[config.mk]
export PLATFORM = sky130hd
export DESIGN_NAME = pipelined_shifter
export DESIGN_NICKNAME = d
export VERILOG_FILES = /design/src/source/shifter_pkg.sv /design/src/source/shift_stage_if.sv /design/src/source/pipelined_shifter.sv /design/src/source/shift_coarse.sv /design/src/source/shift_decode.sv /design/src/source/shift_fine.sv
export VERILOG_INCLUDE_DIRS = /design/src /design/src/source
export SDC_FILE = /design/constraint.sdc
export NUM_CORES = 1
export LEC_CHECK = 0
export ABC_CLOCK_PERIOD_IN_PS = 2800
export CORE_MARGIN = 3
export CORE_UTILIZATION = 30
export CTS_CLUSTER_DIAMETER = 100
export DETAILED_ROUTE_END_ITERATION = 12
export DONT_BUFFER_PORTS = 1
export MAX_ROUTING_LAYER = met4
export SLEW_MARGIN = 20
export SYNTH_ARGS = -nofsm -noshare
export SYNTH_HDL_FRONTEND = slang
export SYNTH_SLANG_ARGS = --single-unit
[constraint.sdc]
create_clock -name clk -period 2.8 [get_ports clk]
set_input_delay 0.42 -clock clk [delete_from_list [all_inputs] [get_ports clk]]
set_output_delay 0.42 -clock clk [all_outputs]
set_load 0.05 [all_outputs]
[src/source/shifter_defines.svh]
/*
 * Width settings shared by the shifter pipeline.
 * The stages assume a 24-bit word, a 5-bit amount and a coarse step of 8.
 * The step must be a power of two.
 */
`ifndef SHIFTER_DEFINES_SVH
`define SHIFTER_DEFINES_SVH

// --------------------
// Datapath sizes
// --------------------

// Operand and result width
`define SHIFT_WIDTH 24

// Amount width, 0 to 31
`define SHIFT_AMT_W 5

// Coarse stage moves in steps of this size
// Amount bits 4..3 go to the coarse stage and bits 2..0 go to the fine stage
`define SHIFT_STEP 8

`endif

[src/source/shifter_pkg.sv]
/*
 * Mode and operation encodings for the shifter.
 * External mode codes 5 to 7 are reserved and mean pass-through.
 */
`default_nettype none

package shifter_pkg;

    // --------------------
    // External mode codes
    // --------------------
    typedef enum logic [2:0] {
        MODE_SHL = 3'd0,    // Logical left
        MODE_SHR = 3'd1,    // Logical right
        MODE_ROL = 3'd2,    // Rotate left
        MODE_ROR = 3'd3,    // Rotate right
        MODE_SAR = 3'd4     // Arithmetic right
        // 5..7 reserved
    } shift_mode_e;

    // --------------------
    // Internal operations
    // --------------------
    // Set up by the decode stage
    // A reserved mode travels as OP_SHL with amount zero
    typedef enum logic [2:0] {
        OP_SHL = 3'd0,
        OP_SHR = 3'd1,
        OP_ROL = 3'd2,
        OP_ROR = 3'd3,
        OP_SAR = 3'd4
    } shift_op_e;

endpackage

`default_nettype wire

[src/source/shift_stage_if.sv]
/*
 * One pipeline item between two shifter stages.
 * The item is present only while valid is high. There is no ready, so the sink never stalls.
 */
`timescale 1ns/1ps
`default_nettype none

`include "shifter_defines.svh"

interface shift_stage_if;

    logic                        valid;   // Item present this cycle
    shifter_pkg::shift_op_e      op;      // Operation after decode
    logic [`SHIFT_AMT_W-1:0]     amount;  // Remaining amount
    logic [`SHIFT_WIDTH-1:0]     data;    // Partially shifted word

    // Producer side
    modport src (
        output valid,
        output op,
        output amount,
        output data
    );

    // Consumer side
    modport snk (
        input valid,
        input op,
        input amount,
        input data
    );

endinterface

`default_nettype wire

[src/source/pipelined_shifter.sv]
/*
 * Three-stage shifter for 24-bit words, fixed latency of 3 cycles.
 * No back-pressure, so result must be taken in the cycle out_valid is high.
 */
`timescale 1ns/1ps
`default_nettype none

`include "shifter_defines.svh"

module pipelined_shifter (
    input  logic                     clk,
    input  logic                     arst_n,
    input  logic                     in_valid,       // One pulse per request
    input  logic [`SHIFT_WIDTH-1:0]  operand,
    input  logic [`SHIFT_AMT_W-1:0]  shift_amount,
    input  logic [2:0]               mode,           // shifter_pkg::shift_mode_e code
    output logic                     out_valid,
    output logic [`SHIFT_WIDTH-1:0]  result
);

    // --------------------
    // Stage links
    // --------------------
    shift_stage_if dec_to_coarse ();
    shift_stage_if coarse_to_fine ();

    // --------------------
    // Stages
    // --------------------

    // Request capture and mode decode
    shift_decode u_decode (
        .clk          (clk),
        .arst_n       (arst_n),
        .in_valid     (in_valid),
        .operand      (operand),
        .shift_amount (shift_amount),
        .mode         (mode),
        .down         (dec_to_coarse.src)
    );

    // Steps of 8
    shift_coarse u_coarse (
        .clk    (clk),
        .arst_n (arst_n),
        .up     (dec_to_coarse.snk),
        .down   (coarse_to_fine.src)
    );

    // Last 0..7 bits, drives the outputs
    shift_fine u_fine (
        .clk       (clk),
        .arst_n    (arst_n),
        .up        (coarse_to_fine.snk),
        .out_valid (out_valid),
        .result    (result)
    );

endmodule

`default_nettype wire

[src/source/shift_coarse.sv]
/*
 * Coarse stage. Moves the word by 0, 8 or 16 bits, or clears/fills for 24 and more.
 * Expects rotate amounts below 24, as the decode stage guarantees.
 */
`timescale 1ns/1ps
`default_nettype none

`include "shifter_defines.svh"

module shift_coarse (
    input  logic        clk,
    input  logic        arst_n,
    shift_stage_if.snk  up,
    shift_stage_if.src  down
);

    localparam int W = `SHIFT_WIDTH;

    // Low amount bits that stay for the fine stage
    localparam logic [`SHIFT_AMT_W-1:0] FINE_MASK = `SHIFT_AMT_W'(`SHIFT_STEP - 1);

    logic [`SHIFT_AMT_W-1:0]  coarse_amt;    // Multiple of the step, 0..24
    logic [W-1:0]             low_fill;      // Bits that enter from the right
    logic [W-1:0]             high_fill;     // Bits that enter from the left
    logic [2*W-1:0]           funnel_l;
    logic [2*W-1:0]           funnel_r;
    logic [W-1:0]             data_nxt;

    assign coarse_amt = up.amount & ~FINE_MASK;

    // --------------------
    // Funnel shifter
    // --------------------
    // The word sits next to its fill and the pair is shifted as one,
    // so zero fill, sign fill and wrap are all the same path
    always_comb begin
        low_fill  = (up.op == shifter_pkg::OP_ROL) ? up.data : '0;
        if (up.op == shifter_pkg::OP_ROR) begin
            high_fill = up.data;                        // Wrap
        end else if (up.op == shifter_pkg::OP_SAR) begin
            high_fill = {W{up.data[W-1]}};              // Sign
        end else begin
            high_fill = '0;
        end

        funnel_l = {up.data, low_fill} << coarse_amt;
        funnel_r = {high_fill, up.data} >> coarse_amt;

        case (up.op)
            shifter_pkg::OP_SHL,
            shifter_pkg::OP_ROL: data_nxt = funnel_l[2*W-1:W];  // Upper half after left move
            shifter_pkg::OP_SHR,
            shifter_pkg::OP_ROR,
            shifter_pkg::OP_SAR: data_nxt = funnel_r[W-1:0];    // Lower half after right move
            default:             data_nxt = up.data;
        endcase
        // Amount 24..31 gives coarse_amt 24: the whole word is fill,
        // i.e. zero for logical shifts and all sign bits for SAR
    end

    // --------------------
    // Stage register
    // --------------------
    always_ff @(posedge clk or negedge arst_n) begin
        if (!arst_n) begin
            down.valid  <= 1'b0;
            down.op     <= shifter_pkg::OP_SHL;
            down.amount <= '0;
            down.data   <= '0;
        end else begin
            down.valid <= up.valid;
            if (up.valid) begin
                down.op     <= up.op;
                down.amount <= up.amount & FINE_MASK;  // Upper bits consumed here
                down.data   <= data_nxt;
            end
        end
    end

endmodule

`default_nettype wire

[src/source/shift_decode.sv]
/*
 * Decode stage. Registers the request and maps the mode to an internal operation.
 * Rotate amounts of 24 to 31 are reduced by 24. Reserved modes become SHL by zero.
 */
`timescale 1ns/1ps
`default_nettype none

`include "shifter_defines.svh"

module shift_decode (
    input  logic                     clk,
    input  logic                     arst_n,
    input  logic                     in_valid,
    input  logic [`SHIFT_WIDTH-1:0]  operand,
    input  logic [`SHIFT_AMT_W-1:0]  shift_amount,
    input  logic [2:0]               mode,
    shift_stage_if.src               down
);

    shifter_pkg::shift_mode_e    mode_e;
    shifter_pkg::shift_op_e      op_nxt;
    logic [`SHIFT_AMT_W-1:0]     amt_nxt;
    logic                        amt_wraps;     // Amount is past the word

    assign mode_e    = shifter_pkg::shift_mode_e'(mode);
    assign amt_wraps = (shift_amount >= `SHIFT_WIDTH);

    // --------------------
    // Mode decode
    // --------------------
    always_comb begin
        op_nxt  = shifter_pkg::OP_SHL;
        amt_nxt = shift_amount;
        case (mode_e)
            shifter_pkg::MODE_SHL: op_nxt = shifter_pkg::OP_SHL;
            shifter_pkg::MODE_SHR: op_nxt = shifter_pkg::OP_SHR;
            shifter_pkg::MODE_SAR: op_nxt = shifter_pkg::OP_SAR;
            shifter_pkg::MODE_ROL: begin
                op_nxt = shifter_pkg::OP_ROL;
                if (amt_wraps) begin
                    // Modulo 24; one subtract covers 24..31
                    amt_nxt = `SHIFT_AMT_W'(shift_amount - `SHIFT_WIDTH);
                end
            end
            shifter_pkg::MODE_ROR: begin
                op_nxt = shifter_pkg::OP_ROR;
                if (amt_wraps) begin
                    amt_nxt = `SHIFT_AMT_W'(shift_amount - `SHIFT_WIDTH);
                end
            end
            default: begin
                // Reserved code, operand passes unchanged
                op_nxt  = shifter_pkg::OP_SHL;
                amt_nxt = '0;
            end
        endcase
    end

    // --------------------
    // Stage register
    // --------------------
    always_ff @(posedge clk or negedge arst_n) begin
        if (!arst_n) begin
            down.valid  <= 1'b0;
            down.op     <= shifter_pkg::OP_SHL;
            down.amount <= '0;
            down.data   <= '0;
        end else begin
            down.valid <= in_valid;     // Single-cycle strobe, no hold
            if (in_valid) begin
                down.op     <= op_nxt;
                down.amount <= amt_nxt;
                down.data   <= operand;
            end
        end
    end

endmodule

`default_nettype wire

[src/source/shift_fine.sv]
/*
 * Fine stage. Moves the word by 0 to 7 bits and registers the pipeline result.
 * The SAR sign comes from the incoming word, whose top bit still holds the original sign.
 */
`timescale 1ns/1ps
`default_nettype none

`include "shifter_defines.svh"

module shift_fine (
    input  logic                     clk,
    input  logic                     arst_n,
    shift_stage_if.snk               up,
    output logic                     out_valid,
    output logic [`SHIFT_WIDTH-1:0]  result
);

    localparam int W      = `SHIFT_WIDTH;
    localparam int FINE_W = $clog2(`SHIFT_STEP);   // 3 bits for a step of 8

    logic [FINE_W-1:0]  fine_amt;
    logic [W-1:0]       rot_l;
    logic [W-1:0]       rot_r;
    logic [W-1:0]       data_nxt;

    assign fine_amt = up.amount[FINE_W-1:0];

    // Rotates within the word; for amount zero the far term is empty
    assign rot_l = (up.data << fine_amt) | (up.data >> (W - fine_amt));
    assign rot_r = (up.data >> fine_amt) | (up.data << (W - fine_amt));

    // --------------------
    // Final move
    // --------------------
    always_comb begin
        case (up.op)
            shifter_pkg::OP_SHL: data_nxt = up.data << fine_amt;
            shifter_pkg::OP_SHR: data_nxt = up.data >> fine_amt;
            shifter_pkg::OP_SAR: data_nxt = W'($signed(up.data) >>> fine_amt);
            shifter_pkg::OP_ROL: data_nxt = rot_l;
            shifter_pkg::OP_ROR: data_nxt = rot_r;
            default:             data_nxt = up.data;
        endcase
    end

    // --------------------
    // Output register
    // --------------------
    always_ff @(posedge clk or negedge arst_n) begin
        if (!arst_n) begin
            out_valid <= 1'b0;
            result    <= '0;
        end else begin
            out_valid <= up.valid;      // Three edges after the request
            if (up.valid) begin
                result <= data_nxt;     // Holds until the next item
            end
        end
    end

endmodule

`default_nettype wire

==> results of run 1 <==
## through the flow
stage / power (mW) / worst slack [ns] / area, sq um / hold slack [ns] / cells
after floorplan: 3.78 / 0.265 / 7780 / 0.124 / 892
after global placement: 4.40 / 0.604 / 8020 / 0.129 / 1146
after detailed placement: 4.42 / 0.515 / 8020 / 0.130 / 1146
after CTS: 5.76 / 0.498 / 8360 / 0.00570 / 1163
after global routing: 6.07 / 0.310 / 8370 / 0.0207 / 1164
final: 5.78 / 0.457 / 8370 / -0.0179 / 1164
## cells by family after synthesis
kind of cell	Yosys count	share of synthesized area
AO/OA/AOI/OAI	304	0.266
XOR/XNOR	2	0.00225
adder cells (fa/ha/maj)	2	0.00289
buffers and inverters	146	0.0808
flip-flops	89	0.286
multiplexers	131	0.229
AND/OR/NAND/NOR	218	0.133
## area by class of cell
class | count | area [sq um]
inverters | 34 | 128
well taps | 330 | 413
repair buffers | 37 | 348
flip-flops and latches | 89 | 2230
multi-input cells | 657 | 4930
clock inverters | 7 | 88.8
diodes | 1 | 2.50
fillers | 2625 | 17000
clock buffers | 9 | 225
## where the power goes
group	switching [mW]	total (mW)	internal, mW
clock	0.591	1.30	0.710
combinational	1.12	2.06	0.939
sequential	0.918	2.43	1.51
## sequential cells by signal, summed over array words and instances (netlist names)
name and count:
u_coarse.down.amount 3, u_coarse.down.data 24, u_coarse.down.op 3, u_coarse.down.valid 1, u_decode.down.amount 5, u_decode.down.data 24, u_decode.down.op 3, u_decode.down.valid 1
u_fine.out_valid 1, u_fine.result 24
## synth_stat cells, types with 3 or more instances
library cell  count
mux2_2           73
nor3_1           20
and2_1            5
or2_2             3
and3b_1           3
a211oi_1         29
buf_1             6
nor3b_1           7
o31ai_1           8
mux4_2           24
a22oi_1          10
dfrtp_1          89
buf_4             4
nand2b_1          3
and3_1            5
a21oi_1          47
a21o_1            8
a2111oi_0         4
nor2_1           70
mux4_1            4
a31oi_1          18
o21a_1            4
clkbuf_1         71
nand2_1          63
a32oi_1          11
inv_1            32
o41ai_1           7
o211ai_1         14
buf_2            26
nand3_1          11
nand3b_1          3
o21ai_0          53
o22ai_1          35
a221oi_1         24
or3_1             4
mux2i_1          28
o221ai_1         13
nor2b_1          10
a41oi_1           3
nor4_1            5
## what timing repair did
item	in CTS	in global routing
endpoints found under the hold margin	89	0
hold buffers	1	0
resized for setup	0	0
## worst max path at each step
stage	startpoint	end	slack [ns]	cells past startpoint
after floorplan	u_coarse.down.amount[0]	u_fine.result[1]	0.26	9
after global routing	u_coarse.down.amount[1]	u_fine.result[2]	0.31	8
after detailed placement	u_coarse.down.amount[1]	u_fine.result[2]	0.51	8
after global placement	u_coarse.down.amount[1]	u_fine.result[2]	0.60	8
after CTS	u_coarse.down.amount[1]	u_fine.result[2]	0.50	8
final	u_coarse.down.amount[1]	u_fine.result[2]	0.46	8
## per-layer routing
layer	GRT usage	vias up	part of all wire
li1	-	3287	-
met1	0.269	3653	0.43
met2	0.296	385	0.46
met3	0.0482	52	0.089
met4	0.0563	0	0.024
met5	-	-	0
==> flow_summary.yaml, run 1 <==
yosys:
  synth_nets: 928
  syn_area_per_cell_sq_um: 8.73
  yosysWarnings: 0
  synth_top_cell_area_share: 0.286
  yosys-top-cells-area: "dfrtp_1 29%, mux2_2 11%, mux4_2 6.9%"
  yosys_most_used_dff: "dfrtp_1"
  ys_seq_elements: 89
  synth_top_area_cell: "dfrtp_1"
  ys_seq_area_frac: 0.286
  synth_cell_types: 70
  ys_async_sr_fraction: 1.00
  synth_edf_count: 0
  synth_area_sq_mm: 0.00778
  netlist_instances: 892
finish:
  area_growth_pct: 7.47
  post-route-util: 0.330
  layout_common_cells: "87 x dfrtp_1, 73 x mux2_2, 70 x nor2_1, 63 x nand2_1, 52 x o21ai_0"
  drive_gt1_frac: 0.197
  nets: 864
  layout.cells.most_common: "dfrtp_1"
clock_tree:
  path_clk_slew_ns: 0.07
  clk_path_buf_depth: 2
  cts_setup_buffers: 0
  cts_buffers: 9
  cts_tree: "yes"
  cts_max_level: 3
  root_buffer: "clkbuf_16"
  clk_latency_ns: 0.36
  cts.sinks: 89
power:
  p_leak_nw: 3.05
  power.density_mw_per_mm2: 691
  ir_worst_vdd_uv: 345
setup_path:
  rrSetupSlack_ns: 0.46
  path_cells: "inv_1 > ha_1 > xor2_1 > buf_4 > mux2_2 > o21ai_0 > a21oi_1 > a21oi_1"
  critPathMaxFanout: 6
  crit_buf_inv: 2
  cp_common_cell: "a21oi_1"
  r2r_start: "u_coarse.down.amount[1]"
  critPathRequiredTime_ns: 3.08
  crit_family: "XOR/XNOR gates"
  worst_r2r_endpoint: "u_fine.result[2]"
  crit_type: "register to register"
  endpoint_kind: "register"
  cpPeakStageDelay_ns: 0.50
  r2r_cells: 8
  crit_arrival_ns: 2.62
  cp_slowest_cell: "xor2_1"
  start_kind: "register"
sta:
  setup_viol: 0
  tightest_slew_ns: 0.939
  slew_viol_final: 0
  holdWs_ns: -0.0179
  fmax_mhz: 427
  fin_setup_tns_ns: 0
  period_share: 0.837
  hold_viol: 31
  rsz0062_at_grt: "false"
  max_slew_margin: 0.372
  finalClockSkew_ns: 0.00490
  final.min_clock_period_ns: 2.34
placed_design:
  port_buffers: 0
  dpl.hpwl_microns: 18800
  gp_congestion: 0.968
detailed_routing:
  drt_iter0_drc: 1080
  vias: 7377
  routed_via_density: 6.34
  avgRoutedWirePerCell_microns: 23.5
  dr.pass1.iters: 6
  wirelength_microns: 27400
  postRouteAntennaNets: 0
  drcViolationCount: 0
die:
  die_w_microns: 167
  row_count: 58
  dieArea_sq_mm: 0.0279
  core_sq_mm: 0.0253
  initial_utilization: 0.307
  dieHeight_microns: 167
  ios: 60
outcome:
  failed_checks: "hold timing"
  outcome: "complete, but fails checks"
grt:
  antenna_found_initial: 1
  grt_pass1_wl_microns: 43100
  grt_max_degree: 90
  gr-total-overflow: 0
  grt_pass1_vias: 7050
  grt_usage: 0.198
run:
  drv_cap: 0
min_path:
  hold_class: "primary input to asynchronous set/reset pin"
Power figures use the tool's default switching activity.
==> inputs of run 2 (changes only) <==
ABC_AREA = 1   (was default)
ABC_CLOCK_PERIOD_IN_PS = 2100   (was 2800)
clock period = 2.1 ns   (was 2.8 ns; I/O delays follow)
==> run 2 against run 1 <==
Die area decreased by 2.6%. Count of clock-buffer cells in the layout unchanged. Register-to-register slack got worse by 0.28 ns. Via count increased by 16%. Total power increased by 27%. Combinational power increased by 36%. Worst setup slack got worse by 0.28 ns. Hold slack got worse by 0.33 ns. Cell area decreased by 0.10%. Flip-flop and latch count unchanged. Critical path type unchanged. The flow still finishes with violations (hold timing). Sequential power increased by 21%.
==> flow_summary.yaml, run 2 <==
die:
  initial_utilization: 0.309
  die_w_microns: 165
  row_count: 57
  dieHeight_microns: 165
  ios: 60
  dieArea_sq_mm: 0.0272
  core_sq_mm: 0.0245
placed_design:
  gp_congestion: 1.07
  port_buffers: 0
  dpl.hpwl_microns: 20600
clock_tree:
  cts_buffers: 9
  path_clk_slew_ns: 0.07
  clk_path_buf_depth: 2
  cts-resized-gates: 0
  cts_max_level: 3
  cts.sinks: 89
  root_buffer: "clkbuf_16"
  cts_setup_buffers: 0
  cts_tree: "yes"
  holdBufCountCts: 1
  clk_latency_ns: 0.36
yosys:
  synth_nets: 1358
  netlist_instances: 1322
  post-synth-top-count-cell: "nand2_1"
  synth_edf_count: 0
  yosys_most_used_dff: "dfrtp_1"
  synth_area_sq_mm: 0.00757
  synth_cell_types: 33
  ys_async_sr_fraction: 1.00
  ys_seq_area_frac: 0.294
  syn_area_per_cell_sq_um: 5.73
  synthTopCellsByCount: "562 x nand2_1, 155 x nand3_1, 120 x o21ai_0"
  yosysWarnings: 0
  ys_seq_elements: 89
  synth_top_cell_area_share: 0.294
  yosys-top-cells-area: "dfrtp_1 29%, nand2_1 28%, nand3_1 10%"
  synth_top_area_cell: "dfrtp_1"
setup_path:
  critPathMaxFanout: 10
  crit_type: "register to register"
  endpoint_kind: "register"
  start_kind: "register"
  crit_arrival_ns: 2.22
  critPathRequiredTime_ns: 2.40
power:
  clkPwrFrac: 0.221
  switchingPower_mw: 3.57
  sw_frac_of_total: 0.485
  seqPwrFrac: 0.397
  p_comb_frac: 0.382
  ir_worst_vdd_uv: 347
  internal_power_mw: 3.80
  p_leak_nw: 4.45
  power.density_mw_per_mm2: 881
detailed_routing:
  routed_via_density: 5.21
  drt_iter0_drc: 955
  wirelength_microns: 27600
  postRouteAntennaNets: 0
  drcViolationCount: 0
  vias: 8522
  dr.pass1.iters: 6
  avgRoutedWirePerCell_microns: 16.9
finish:
  layout.cells.most_common: "nand2_1"
  drive_gt1_frac: 0.0609
  top_regs: "u_coarse.down.data: 24 flops, u_decode.down.data: 24 flops, u_fine.result: 24 flops"
  layout_common_cells: "562 x nand2_1, 155 x nand3_1, 120 x o21ai_0, 117 x inv_1, 89 x dfrtp_1"
  fillers: 2818
  nets: 1344
  ff_latch_area_sq_mm: 0.00223
  multiInputGateArea_sq_mm: 0.00454
  area_growth_pct: 10.4
  post-route-util: 0.341
  n_antenna_cell: 0
grt:
  grt_max_degree: 90
  grt_usage: 0.214
  antenna_found_initial: 0
  gr-total-overflow: 0
  grt_pass1_wl_microns: 45000
  grt_pass1_vias: 8142
sta:
  tightest_slew_ns: 0.577
  final.min_clock_period_ns: 1.92
  slew_viol_final: 0
  hold_viol: 89
  fin_setup_tns_ns: 0
  setup_viol: 0
  max_slew_margin: 0.616
  finalClockSkew_ns: 0.00903
  period_share: 0.915
  fmax_mhz: 520
  holdWs_ns: -0.348
  rsz0062_at_grt: "false"
min_path:
  hold_class: "primary input to asynchronous set/reset pin"
run:
  drv_cap: 0
outcome:
  failed_checks: "hold timing"
  outcome: "complete, but fails checks"
-- run 2: cell types whose count changed after synthesis, sizes merged, moves of 29 or more --
cell	delta
inv	+90
mux2i	-29
o22ai	-33
clkbuf	-41
nand3	+144
a211oi	-29
mux2	-74
nand2	+502
o21ai	+72
-- run 2: power by group through the flow --
stage          clock, mW  sequential [mW]  combinational (mW)
2_1_floorplan          0             2.78                2.03
3_3_place_gp           0             2.96                2.77
3_5_place_dp           0             2.96                2.75
4_1_cts             1.68             2.93                2.76
5_1_grt             1.74             2.97                3.19
6_report            1.63             2.93                2.81
-- run 2: cell families after synthesis --
kind of cell / after synthesis / synth area share
AND/OR/NAND/NOR: 817 / 0.444
AO/OA/AOI/OAI: 215 / 0.151
buffers and inverters: 198 / 0.106
flip-flops: 89 / 0.294
XOR/XNOR: 2 / 0.00231
adder cells (fa/ha/maj): 1 / 0.00165
-- run 2: layout make-up --
class,instances,area share
multi-input cells,1035,0.543
clock buffers,9,0.0269
well taps,324,0.0485
clock inverters,7,0.00734
flip-flops and latches,89,0.266
repair buffers,49,0.0518
inverters,124,0.0557
-- run 2: path summary, 6_finish.rpt --
path / from / endpoint / slack, ns / cells after the start
min in group clk: in_valid / u_decode.down.amount[0] / 0.06 / 1
setup reg to reg: u_coarse.down.amount[2] / u_fine.result[20] / 0.18 / 10
max in group asynchronous: arst_n / u_decode.down.data[8] / 2.19 / 0
setup / recovery: u_coarse.down.amount[2] / u_fine.result[20] / 0.18 / 10
hold reg to reg: u_decode.down.amount[2] / u_coarse.down.amount[2] / 0.50 / 2
hold / removal: arst_n / u_fine.result[21] / -0.35 / 0
-- run 2: per-layer routing --
layer | GRT usage | part of all wire
met5 | - | 0
met2 | 0.333 | 0.45
met1 | 0.291 | 0.45
met4 | 0.0602 | 0.025
met3 | 0.0301 | 0.071
-- run 2: through the flow --
stage	hold slack (ns)	std cells	total power, mW	setup slack [ns]	cell area [sq um]
3_3_place_gp	0.0254	1620	5.73	0.273	8060
5_1_grt	-0.364	1637	7.90	0.0281	8360
3_5_place_dp	0.0251	1620	5.71	0.262	8060
2_1_floorplan	0.0194	1322	4.81	0.0605	7570
6_report	-0.348	1637	7.36	0.178	8360
4_1_cts	-0.365	1637	7.37	0.250	8360
-- run 2: critical path, stage by stage, from the launching register on --
cell     delay [ns]
dfrtp_1        0.57
buf_4          0.28
nor2_1         0.44
nand2_1        0.15
nand2_1        0.09
nand2_1        0.05
nand3_1        0.08
nor2_1         0.05
nand2_1        0.05
nand2_1        0.05
nand2_1        0.05
